## config.mk

```make
export PLATFORM = sky130hd
export DESIGN_NAME = uoramFrontend
export DESIGN_NICKNAME = d
export VERILOG_FILES = /design/src/hw/uoramPkg.sv /design/src/hw/frontFifo.sv /design/src/hw/posMapBuffer.sv /design/src/hw/dataScheduler.sv /design/src/hw/frontendController.sv /design/src/hw/uoramFrontend.sv
export SDC_FILE = /design/constraint.sdc
export NUM_CORES = 1
export LEC_CHECK = 0
export BUFFER_PORTS_ARGS = -buffer_cell sky130_fd_sc_hd__buf_4
export CAP_MARGIN = 25
export CORE_MARGIN = 1.5
export CORE_UTILIZATION = 50
export DETAILED_ROUTE_END_ITERATION = 10
export GPL_TIMING_DRIVEN = 1
export PLACE_DENSITY = 0.78
export SLEW_MARGIN = 20
export SYNTH_ARGS = -nofsm -noshare
export SYNTH_HDL_FRONTEND = slang
export SYNTH_SLANG_ARGS = --single-unit
```

## constraint.sdc

```tcl
create_clock -name Clock -period 3.8 [get_ports Clock]
set_input_delay 0.76 -clock Clock [delete_from_list [all_inputs] [get_ports Clock]]
set_output_delay 0.76 -clock Clock [all_outputs]
set_load 0.1 [all_outputs]
```

## src/hw/uoramPkg.sv

```systemverilog
package uoramPkg;

    // ==================================================================
    // sizes
    // ==================================================================
    localparam int dataWidth     = 32;
    localparam int addrWidth     = 7;
    localparam int leafWidth     = 7;
    localparam int leafInBlock   = 4;
    localparam int numValidBlock = 64;
    localparam int level2Base    = 80;
    localparam int recursion     = 3;
    localparam int plbEntries    = 4;

    // one position entry is {init flag, leaf}
    localparam int entryWidth   = dataWidth / leafInBlock;
    localparam int slotWidth    = $clog2(leafInBlock);
    localparam int plbIdxWidth  = $clog2(plbEntries);
    localparam int numRootBlock = 4;

    // ==================================================================
    // commands and payloads
    // ==================================================================
    typedef logic [dataWidth-1:0] dataWordT;

    typedef struct packed {
        logic                 isWrite;
        logic [addrWidth-1:0] addr;
    } progCmdT;

    typedef enum logic [1:0] {beRead, beWrite, beReadRmv, beAppend} beCmdE;

    typedef struct packed {
        beCmdE                cmd;
        logic [addrWidth-1:0] addr;
        logic [leafWidth-1:0] oldLeaf;
        logic [leafWidth-1:0] newLeaf;
    } beCmdT;

    typedef enum logic [1:0] {plbLookup, plbRefill, plbInitRefill} plbCmdE;

    typedef struct packed {
        logic                 hit;
        logic                 uninit;
        logic [leafWidth-1:0] oldLeaf;
        logic [leafWidth-1:0] newLeaf;
        logic                 evict;
        logic [addrWidth-1:0] evictAddr;
        logic [leafWidth-1:0] evictLeaf;
    } plbResultT;

    typedef enum logic [2:0] {
        progToStore,
        loadToReturn,
        loadToRefill,
        evictToStore,
        zeroToReturnAndStore
    } routeE;

    // position-map block that holds the leaf of a
    function automatic logic [addrWidth-1:0] parentOf(input logic [addrWidth-1:0] a);
        return addrWidth'(numValidBlock + a / leafInBlock);
    endfunction

endpackage

```

## src/hw/frontFifo.sv

```systemverilog
`timescale 1ns/1ps

module frontFifo import uoramPkg::*; #(
    parameter type payloadT = dataWordT
) (
    input  logic    Clock,
    input  logic    rstN,
    input  payloadT inData,
    input  logic    inValid,
    output logic    inReady,
    output payloadT outData,
    output logic    outValid,
    input  logic    outReady
);

    payloadT head, tail;
    logic    headValid, tailValid;
    logic    push, pop;

    // tail only fills when head is already taken
    assign inReady  = !tailValid;
    assign outValid = headValid;
    assign outData  = head;
    assign push     = inValid && inReady;
    assign pop      = headValid && outReady;

    always_ff @(posedge Clock) begin
        if (!rstN) begin
            headValid <= 1'b0;
            tailValid <= 1'b0;
        end else if (pop) begin
            headValid <= tailValid || push;
            tailValid <= 1'b0;
        end else if (push) begin
            headValid <= 1'b1;
            tailValid <= headValid;
        end
    end

    always_ff @(posedge Clock) begin
        if (pop) begin
            head <= tailValid ? tail : inData;
        end else if (push && !headValid) begin
            head <= inData;
        end
        if (push && headValid && !pop) begin
            tail <= inData;
        end
    end

endmodule

```

## src/hw/posMapBuffer.sv

```systemverilog
`timescale 1ns/1ps

module posMapBuffer import uoramPkg::*; (
    input  logic                 Clock,
    input  logic                 rstN,
    input  plbCmdE               cmd,
    input  logic                 cmdValid,
    output logic                 cmdReady,
    input  logic [addrWidth-1:0] addr,
    input  dataWordT             refillData,
    output plbResultT            result,
    output logic                 resultValid,
    input  logic                 resultReady,
    output dataWordT             evictData
);

    // direct-mapped lines, indexed by the low bits of the block address
    logic [plbEntries-1:0] lineValid;
    logic [addrWidth-1:0]  lineTag  [plbEntries];
    logic [leafWidth-1:0]  lineLeaf [plbEntries];
    dataWordT              lineData [plbEntries];

    // level-2 leaves never leave the chip
    logic [entryWidth-1:0] rootTable [numRootBlock];

    logic [leafWidth-1:0]            lfsr;
    logic [leafWidth-1:0]            lastNewLeaf;
    logic                            accept, isRoot, lookupHit;
    logic [addrWidth-1:0]            parent, rootOff;
    logic [$clog2(numRootBlock)-1:0] rootIdx;
    logic [plbIdxWidth-1:0]          lookupIdx, refillIdx;
    logic [slotWidth-1:0]            slot;
    logic [entryWidth-1:0]           entry;

    assign cmdReady  = !resultValid;
    assign accept    = cmdValid && cmdReady;
    assign isRoot    = addr >= addrWidth'(level2Base);
    assign parent    = parentOf(addr);
    assign rootOff   = addr - addrWidth'(level2Base);
    assign rootIdx   = rootOff[$clog2(numRootBlock)-1:0];
    assign lookupIdx = parent[plbIdxWidth-1:0];
    assign refillIdx = addr[plbIdxWidth-1:0];
    assign slot      = addr[slotWidth-1:0];
    assign lookupHit = isRoot || (lineValid[lookupIdx] && lineTag[lookupIdx] == parent);
    assign entry     = isRoot ? rootTable[rootIdx]
                              : lineData[lookupIdx][slot*entryWidth +: entryWidth];

    always_ff @(posedge Clock) begin
        if (!rstN) begin
            resultValid <= 1'b0;
            lineValid   <= '0;
            lfsr        <= leafWidth'(1);
            for (int i = 0; i < numRootBlock; i++) begin
                rootTable[i] <= '0;
            end
        end else begin
            // x^7 + x^6 + 1, free running
            lfsr <= {lfsr[leafWidth-2:0], lfsr[leafWidth-1] ^ lfsr[leafWidth-2]};
            if (accept) begin
                resultValid <= 1'b1;
            end else if (resultReady) begin
                resultValid <= 1'b0;
            end
            if (accept && cmd != plbLookup) begin
                lineValid[refillIdx] <= 1'b1;
            end
            if (accept && cmd == plbLookup && isRoot) begin
                rootTable[rootIdx] <= {1'b1, lfsr};
            end
        end
    end

    always_ff @(posedge Clock) begin
        if (accept && cmd == plbLookup) begin
            result.hit     <= lookupHit;
            result.uninit  <= !entry[entryWidth-1];
            result.oldLeaf <= entry[leafWidth-1:0];
            result.newLeaf <= lfsr;
            result.evict   <= 1'b0;
            lastNewLeaf    <= lfsr;
            // remap in place, the block goes back to the new leaf
            if (lookupHit && !isRoot) begin
                lineData[lookupIdx][slot*entryWidth +: entryWidth] <= {1'b1, lfsr};
            end
        end else if (accept) begin
            result.hit       <= 1'b1;
            result.evict     <= lineValid[refillIdx];
            result.evictAddr <= lineTag[refillIdx];
            result.evictLeaf <= lineLeaf[refillIdx];
            evictData        <= lineData[refillIdx];
            // new line keeps the leaf it was given by the lookup before
            lineTag[refillIdx]  <= addr;
            lineLeaf[refillIdx] <= lastNewLeaf;
            lineData[refillIdx] <= (cmd == plbInitRefill) ? '0 : refillData;
        end
    end

endmodule

```

## src/hw/dataScheduler.sv

```systemverilog
`timescale 1ns/1ps

module dataScheduler import uoramPkg::*; (
    input  logic     Clock,
    input  logic     rstN,
    input  routeE    route,
    input  logic     routeValid,
    output logic     routeDone,
    input  dataWordT progData,
    input  logic     progDataValid,
    output logic     progDataReady,
    output dataWordT returnData,
    output logic     returnDataValid,
    input  logic     returnDataReady,
    output dataWordT storeData,
    output logic     storeDataValid,
    input  logic     storeDataReady,
    input  dataWordT loadData,
    input  logic     loadDataValid,
    output logic     loadDataReady,
    output dataWordT refillData,
    output logic     refillValid,
    input  dataWordT evictData
);

    routeE curRoute;
    logic  active, retSent, stoSent;
    logic  retFire, stoFire, loadFire;

    // open only the path of the current route
    always_comb begin
        returnDataValid = 1'b0;
        storeDataValid  = 1'b0;
        loadDataReady   = 1'b0;
        progDataReady   = 1'b0;
        returnData      = loadData;
        storeData       = progData;
        if (active) begin
            case (curRoute)
                progToStore: begin
                    storeDataValid = progDataValid;
                    progDataReady  = storeDataReady;
                end
                loadToReturn: begin
                    returnDataValid = loadDataValid;
                    loadDataReady   = returnDataReady;
                end
                loadToRefill: loadDataReady = 1'b1;
                evictToStore: begin
                    storeDataValid = 1'b1;
                    storeData      = evictData;
                end
                default: begin
                    returnDataValid = !retSent;
                    storeDataValid  = !stoSent;
                    returnData      = '0;
                    storeData       = '0;
                end
            endcase
        end
    end

    assign retFire  = returnDataValid && returnDataReady;
    assign stoFire  = storeDataValid && storeDataReady;
    assign loadFire = loadDataValid && loadDataReady;

    // zero route needs both sides, in either order
    assign routeDone = active && ((curRoute == zeroToReturnAndStore)
                     ? ((retFire || retSent) && (stoFire || stoSent))
                     : (retFire || stoFire || loadFire));

    always_ff @(posedge Clock) begin
        if (!rstN) begin
            active      <= 1'b0;
            curRoute    <= progToStore;
            retSent     <= 1'b0;
            stoSent     <= 1'b0;
            refillValid <= 1'b0;
        end else if (routeValid) begin
            active      <= 1'b1;
            curRoute    <= route;
            retSent     <= 1'b0;
            stoSent     <= 1'b0;
            refillValid <= 1'b0;
        end else begin
            if (routeDone) begin
                active <= 1'b0;
            end
            if (retFire) begin
                retSent <= 1'b1;
            end
            if (stoFire) begin
                stoSent <= 1'b1;
            end
            if (curRoute == loadToRefill && loadFire) begin
                refillValid <= 1'b1;
            end
        end
    end

    always_ff @(posedge Clock) begin
        if (curRoute == loadToRefill && loadFire) begin
            refillData <= loadData;
        end
    end

endmodule

```

## src/hw/frontendController.sv

```systemverilog
`timescale 1ns/1ps

module frontendController import uoramPkg::*; (
    input  logic                 Clock,
    input  logic                 rstN,
    input  progCmdT              progCmd,
    input  logic                 progCmdValid,
    output logic                 progCmdReady,
    output plbCmdE               plbCmd,
    output logic                 plbCmdValid,
    input  logic                 plbCmdReady,
    output logic [addrWidth-1:0] plbAddr,
    input  plbResultT            plbResult,
    input  logic                 plbResultValid,
    output logic                 plbResultReady,
    output routeE                route,
    output logic                 routeValid,
    input  logic                 routeDone,
    input  logic                 refillValid,
    output beCmdT                beCmd,
    output logic                 beCmdValid,
    input  logic                 beCmdReady
);

    typedef enum logic [2:0] {
        sIdle,
        sLookup,
        sLookupRes,
        sBeCmd,
        sRouteWait,
        sRefill,
        sRefillRes
    } stateE;

    stateE                        state;
    progCmdT                      curCmd;
    logic [addrWidth-1:0]         addrQ [recursion];
    logic [$clog2(recursion)-1:0] depth;
    beCmdT                        beCmdReg;
    routeE                        nextRoute;
    plbCmdE                       refillCmd;

    // ==================================================================
    // handshakes, all decoded from the state
    // ==================================================================
    assign progCmdReady   = state == sIdle;
    assign plbCmdValid    = (state == sLookup)
                         || (state == sRefill && (refillCmd == plbInitRefill || refillValid));
    assign plbCmd         = (state == sRefill) ? refillCmd : plbLookup;
    assign plbAddr        = addrQ[depth];
    assign plbResultReady = state == sLookupRes || state == sRefillRes;
    assign beCmdValid     = state == sBeCmd;
    assign beCmd          = beCmdReg;
    // each backend command opens its data route as it goes out
    assign routeValid     = beCmdValid && beCmdReady;
    assign route          = nextRoute;

    always_ff @(posedge Clock) begin
        if (!rstN) begin
            state <= sIdle;
            depth <= '0;
        end else begin
            case (state)
                sIdle: if (progCmdValid) begin
                    depth <= '0;
                    state <= sLookup;
                end
                sLookup: if (plbCmdReady) begin
                    state <= sLookupRes;
                end
                sLookupRes: if (plbResultValid) begin
                    if (!plbResult.hit) begin
                        depth <= depth + 1'b1;
                        state <= sLookup;
                    end else if (depth != '0 && plbResult.uninit) begin
                        state <= sRefill;
                    end else begin
                        state <= sBeCmd;
                    end
                end
                sBeCmd: if (beCmdReady) begin
                    state <= sRouteWait;
                end
                sRouteWait: if (routeDone) begin
                    if (nextRoute == loadToRefill) begin
                        state <= sRefill;
                    end else if (nextRoute == evictToStore) begin
                        depth <= depth - 1'b1;
                        state <= sLookup;
                    end else begin
                        state <= sIdle;
                    end
                end
                sRefill: if (plbCmdValid && plbCmdReady) begin
                    state <= sRefillRes;
                end
                default: if (plbResultValid) begin
                    if (plbResult.evict) begin
                        state <= sBeCmd;
                    end else begin
                        depth <= depth - 1'b1;
                        state <= sLookup;
                    end
                end
            endcase
        end
    end

    // ==================================================================
    // queue and backend command payloads
    // ==================================================================
    always_ff @(posedge Clock) begin
        if (state == sIdle && progCmdValid) begin
            curCmd   <= progCmd;
            addrQ[0] <= progCmd.addr;
        end
        if (state == sLookupRes && plbResultValid) begin
            // miss, go one level up the position map
            if (!plbResult.hit) begin
                addrQ[depth + 1'b1] <= parentOf(addrQ[depth]);
            end
            beCmdReg.addr    <= addrQ[depth];
            beCmdReg.oldLeaf <= plbResult.oldLeaf;
            beCmdReg.newLeaf <= plbResult.newLeaf;
            refillCmd        <= plbResult.uninit ? plbInitRefill : plbRefill;
            if (depth != '0) begin
                beCmdReg.cmd <= beReadRmv;
                nextRoute    <= loadToRefill;
            end else if (plbResult.uninit) begin
                // first touch of a data block
                beCmdReg.cmd <= beAppend;
                nextRoute    <= curCmd.isWrite ? progToStore : zeroToReturnAndStore;
            end else begin
                beCmdReg.cmd <= curCmd.isWrite ? beWrite : beRead;
                nextRoute    <= curCmd.isWrite ? progToStore : loadToReturn;
            end
        end
        if (state == sRefillRes && plbResultValid) begin
            beCmdReg.cmd     <= beAppend;
            beCmdReg.addr    <= plbResult.evictAddr;
            beCmdReg.oldLeaf <= '0;
            beCmdReg.newLeaf <= plbResult.evictLeaf;
            nextRoute        <= evictToStore;
        end
    end

endmodule

```

## src/hw/uoramFrontend.sv

```systemverilog
`timescale 1ns/1ps

module uoramFrontend import uoramPkg::*; (
    input  logic     Clock,
    input  logic     rstN,
    input  progCmdT  progCmd,
    input  logic     progCmdValid,
    output logic     progCmdReady,
    input  dataWordT progData,
    input  logic     progDataValid,
    output logic     progDataReady,
    output dataWordT returnData,
    output logic     returnDataValid,
    input  logic     returnDataReady,
    output beCmdT    beCmd,
    output logic     beCmdValid,
    input  logic     beCmdReady,
    output dataWordT storeData,
    output logic     storeDataValid,
    input  logic     storeDataReady,
    input  dataWordT loadData,
    input  logic     loadDataValid,
    output logic     loadDataReady
);

    progCmdT              cmdQ;
    logic                 cmdQValid, cmdQReady;
    dataWordT             dataQ;
    logic                 dataQValid, dataQReady;
    plbCmdE               plbCmd;
    logic                 plbCmdValid, plbCmdReady;
    logic [addrWidth-1:0] plbAddr;
    plbResultT            plbResult;
    logic                 plbResultValid, plbResultReady;
    routeE                route;
    logic                 routeValid, routeDone;
    dataWordT             refillData, evictData;
    logic                 refillValid;

    // ==================================================================
    // program side buffers, data may lead or trail its command
    // ==================================================================
    frontFifo #(.payloadT(progCmdT)) cmdFifo (
        .Clock, .rstN,
        .inData(progCmd), .inValid(progCmdValid), .inReady(progCmdReady),
        .outData(cmdQ), .outValid(cmdQValid), .outReady(cmdQReady)
    );

    frontFifo #(.payloadT(dataWordT)) dataFifo (
        .Clock, .rstN,
        .inData(progData), .inValid(progDataValid), .inReady(progDataReady),
        .outData(dataQ), .outValid(dataQValid), .outReady(dataQReady)
    );

    posMapBuffer plb (
        .Clock, .rstN,
        .cmd(plbCmd), .cmdValid(plbCmdValid), .cmdReady(plbCmdReady), .addr(plbAddr),
        .refillData, .result(plbResult), .resultValid(plbResultValid),
        .resultReady(plbResultReady), .evictData
    );

    dataScheduler scheduler (
        .*,
        .progData(dataQ), .progDataValid(dataQValid), .progDataReady(dataQReady)
    );

    frontendController controller (
        .*,
        .progCmd(cmdQ), .progCmdValid(cmdQValid), .progCmdReady(cmdQReady)
    );

endmodule

```

==> results.ini <==
[power_and_ir_drop]
swShare_pct = 32.9
power.internal_mw = 10.4
cellPowerDensity_nw_per_um2 = 664
p_switching_mw = 5.13
clock_power_share_pct = 29.8
seqPwrFrac_pct = 41.2
comb_power_share_pct = 29.0
ir_worst_vdd_mv = 0.521
p_leak_nw = 8.40

[finish]
diodes = 0
final_core_util_pct = 60.3
fin_nets = 1578
final_area_um2 = 23500
synthToLayoutAreaGrowth_pct = 17.9
drive_gt1_share_pct = 26.8

[worst_setup_path]
cp_max_fo = 21
path_class = flip-flop to flip-flop
crit_arrival_ns = 3.83
cp-end-kind = flip-flop
r2r.worst_path.cells = 9
slowest_delay_ns = 0.79
crit_slowest_cell = dfxtp_1
cp.depth = 9
critPathBufInv = 2
crit_family = simple AND/OR/NAND/NOR gates
path_cells = nand2b_1 > o21ai_4 > inv_2 > nor4b_1 > nor4_1 > or3_1 > or3_4 > o21ai_0 > buf_4
required_ns = 4.09
crit_path_start_kind = flip-flop

[sta]
hold_ws_ns = 0.348
fmax_mhz = 282
finalCritPeriodShare_pct = 93.2
relSlewSlack_pct = 35.0
finalSetupViolations = 0
period_needed_ns = 3.54
finalHoldViolCount = 0
clock-skew-final_ns = 0.0253
tightest_slew_ns = 0.968
rsz0062_at_grt = no
drv_slew = 0
tns_ns = 0

[synthesis]
synth_cells = 1296
synth_xor_xnor_area_share_pct = 0.0881
synthMuxAreaShare_pct = 11.4
ys_ff_latch = 471
synth_edf_count = 428
synth_top_family_by_area = multiplexers
synthAdderAreaFrac_pct = 0.314
seq_area_frac_synth_pct = 68.9
postSynth.asyncResetShare_pct = 0
avgSynthCellArea_um2 = 15.3
ys.warnings.count = 0
synthFlopType = edfxtp_1
synth_compound_area_share_pct = 8.96
synthSimpleGateAreaFrac_pct = 8.31
syn-cell-area_um2 = 19900
synth_nets = 1381
yosysUniqueCellTypes = 64

[floorplan]
fp.dieW_um = 202
die_y_um = 202
ioPinCount = 173
initial_core_util_pct = 51.1
core_um2 = 38900
die-area_um2 = 41000
rows = 72

[place]
io_buffers = 172
dpl_cell_area_um2 = 21900
finalWeightedCongestion = 0.887
post-dp-hpwl_um = 33100

[min_path]
hold_class = input pin to flip-flop
holdPathStages = 1
hp-start = loadData[30]

[route]
drt-initial-drc-count = 1489
first_pass_iters = 6
viasPerCell = 6.14
vias = 12577
post_drt_wl_per_cell_um = 23.9
drc_errors = 0
wl_um = 48900
ant_nets = 0

[global_routing]
grt_max_degree = 50
first_global_vias = 12267
grt_overflow_total = 0
antenna_found_initial = 1
grt_pass1_wl_um = 74200
grt_usage_pct = 23.9

[clocking]
cts_buffer_depth = 3
cts_sinks = 471
clk_latency_ns = 0.59
cts_inserted_buffers = 47
path_clk_slew_ns = 0.06
cts_hold_buf = 0
h-tree-depth = 2
cts_post_setup_buffers_inserted = 0
cts_tree = built
cts-resized-gates = 0
cts.root.buffer_cell = clkbuf_16

[outcome]
status = finished, final reports clean

[run]
maxCapViolCount = 0

==> worst register-to-register path, delay by kind of cell (launching register included) <==
family	cells	cell delay [ns]
compound gates	2	0.49
buf+inv	2	0.33
flops	1	0.79
simple gates	5	1.64
==> power groups by stage <==
stage,Sequential (mW),Clock (mW),Combinational (mW)
2_1_floorplan,6.72,0,2.96
3_3_place_gp,6.51,0,4.35
3_5_place_dp,6.53,0,4.45
4_1_cts,6.43,4.69,4.48
5_1_grt,6.46,4.88,4.76
6_report,6.42,4.64,4.51
==> placed cells by master (no fill, tap or decap), drive strengths merged, types with 6 or more instances in the layout <==
cell,count
o21ai,47
a32oi,7
nand3,9
buf,228
clkbuf,64
a22oi,6
mux2i,43
nor2,58
nand2,110
a22o,66
and2,72
a221oi,23
dfxtp,43
a21oi,46
inv,19
o21a,11
nor2b,6
o211a,8
mux2,44
nor3b,7
edfxtp,428
clkinv,16
and3,8
mux4,59
nand3b,6
nand2b,21
nor3,9
==> path summary, 6_finish.rpt <==
kind,slack (ns),end
max,0.26,plb.lineData[0][3]
min,0.35,scheduler.refillData[30]
max reg2reg,0.26,plb.lineData[0][3]
min reg2reg,0.42,controller.curCmd[7]
==> registers in the layout (all words and copies together) (netlist names), 2 cells and up, named ones only <==
register              count
controller.addrQ         21
cmdFifo.outData           8
controller.beCmd         23
controller.state          3
controller.route          3
cmdFifo.tail              8
controller.depth          2
controller.refillCmd      2
plb.lineTag              28
scheduler.curRoute        3
plb.evictData            32
scheduler.refillData     32
plb.result               31
plb.lfsr                  7
plb.lineLeaf             28
plb.rootTable            32
dataFifo.tail            32
plb.lineData            128
plb.lineValid             4
dataFifo.outData         32
==> through the flow <==
step | cells | total power, mW | setup slack, ns
2_1_floorplan | 1296 | 9.68 | 0.185
3_3_place_gp | 1960 | 10.9 | 0.510
3_5_place_dp | 1961 | 11.0 | 0.350
4_1_cts | 2046 | 15.6 | 0.294
5_1_grt | 2047 | 16.1 | 0.0605
6_report | 2047 | 15.6 | 0.258
==> synth_stat cells, types with 7 or more instances <==
cell type / count / share of area (%)
buf_2: 8 / 0.20
mux2_2: 43 / 2.4
a21oi_1: 46 / 1.2
nand2_1: 110 / 2.1
clkbuf_1: 53 / 1.0
dfxtp_1: 43 / 4.3
a221oi_1: 23 / 1.0
and2_1: 72 / 2.3
nor3_1: 9 / 0.23
o21ai_1: 12 / 0.30
edfxtp_1: 428 / 65
a22o_1: 66 / 2.9
mux2i_1: 43 / 2.2
a32oi_1: 7 / 0.31
o21ai_0: 34 / 0.86
inv_1: 16 / 0.30
o21a_1: 11 / 0.42
mux4_2: 59 / 6.7
buf_1: 15 / 0.28
and3_1: 8 / 0.25
nor2_1: 58 / 1.1
o211a_1: 8 / 0.40
nand2b_1: 21 / 0.66
nand3_1: 9 / 0.23
==> metal layers <==
metal  global-route usage (%)  vias to the layer above  share of wire, %
met2                     36.8                      686                46
li1                         -                     5454                 -
met1                     34.5                     6337                42
met4                     6.69                        0               2.3
met5                        0                        -                 0
met3                     5.31                      100               9.4
==> final cells by class <==
| cell class | instances | area, µm² |
|---|---|---|
| clock buffer | 64 | 1280 |
| clock inverter | 21 | 241 |
| fill | 2807 | 15500 |
| inverter | 19 | 72.6 |
| multi-input combinational | 726 | 5790 |
| sequential | 471 | 13700 |
| tap | 518 | 648 |
| timing repair buffer | 228 | 1720 |
==> cell families (layout without fill, tap and decap cells) <==
group	Yosys count	in the layout
flip-flops	471	471
AO/OA/AOI/OAI	247	247
AND/OR/NAND/NOR	326	326
buffers and inverters	99	332
adder cells (fa/ha/maj)	5	5
XOR/XNOR	2	2
multiplexers	146	146
No activity file was read; power rests on OpenSTA's default activity.
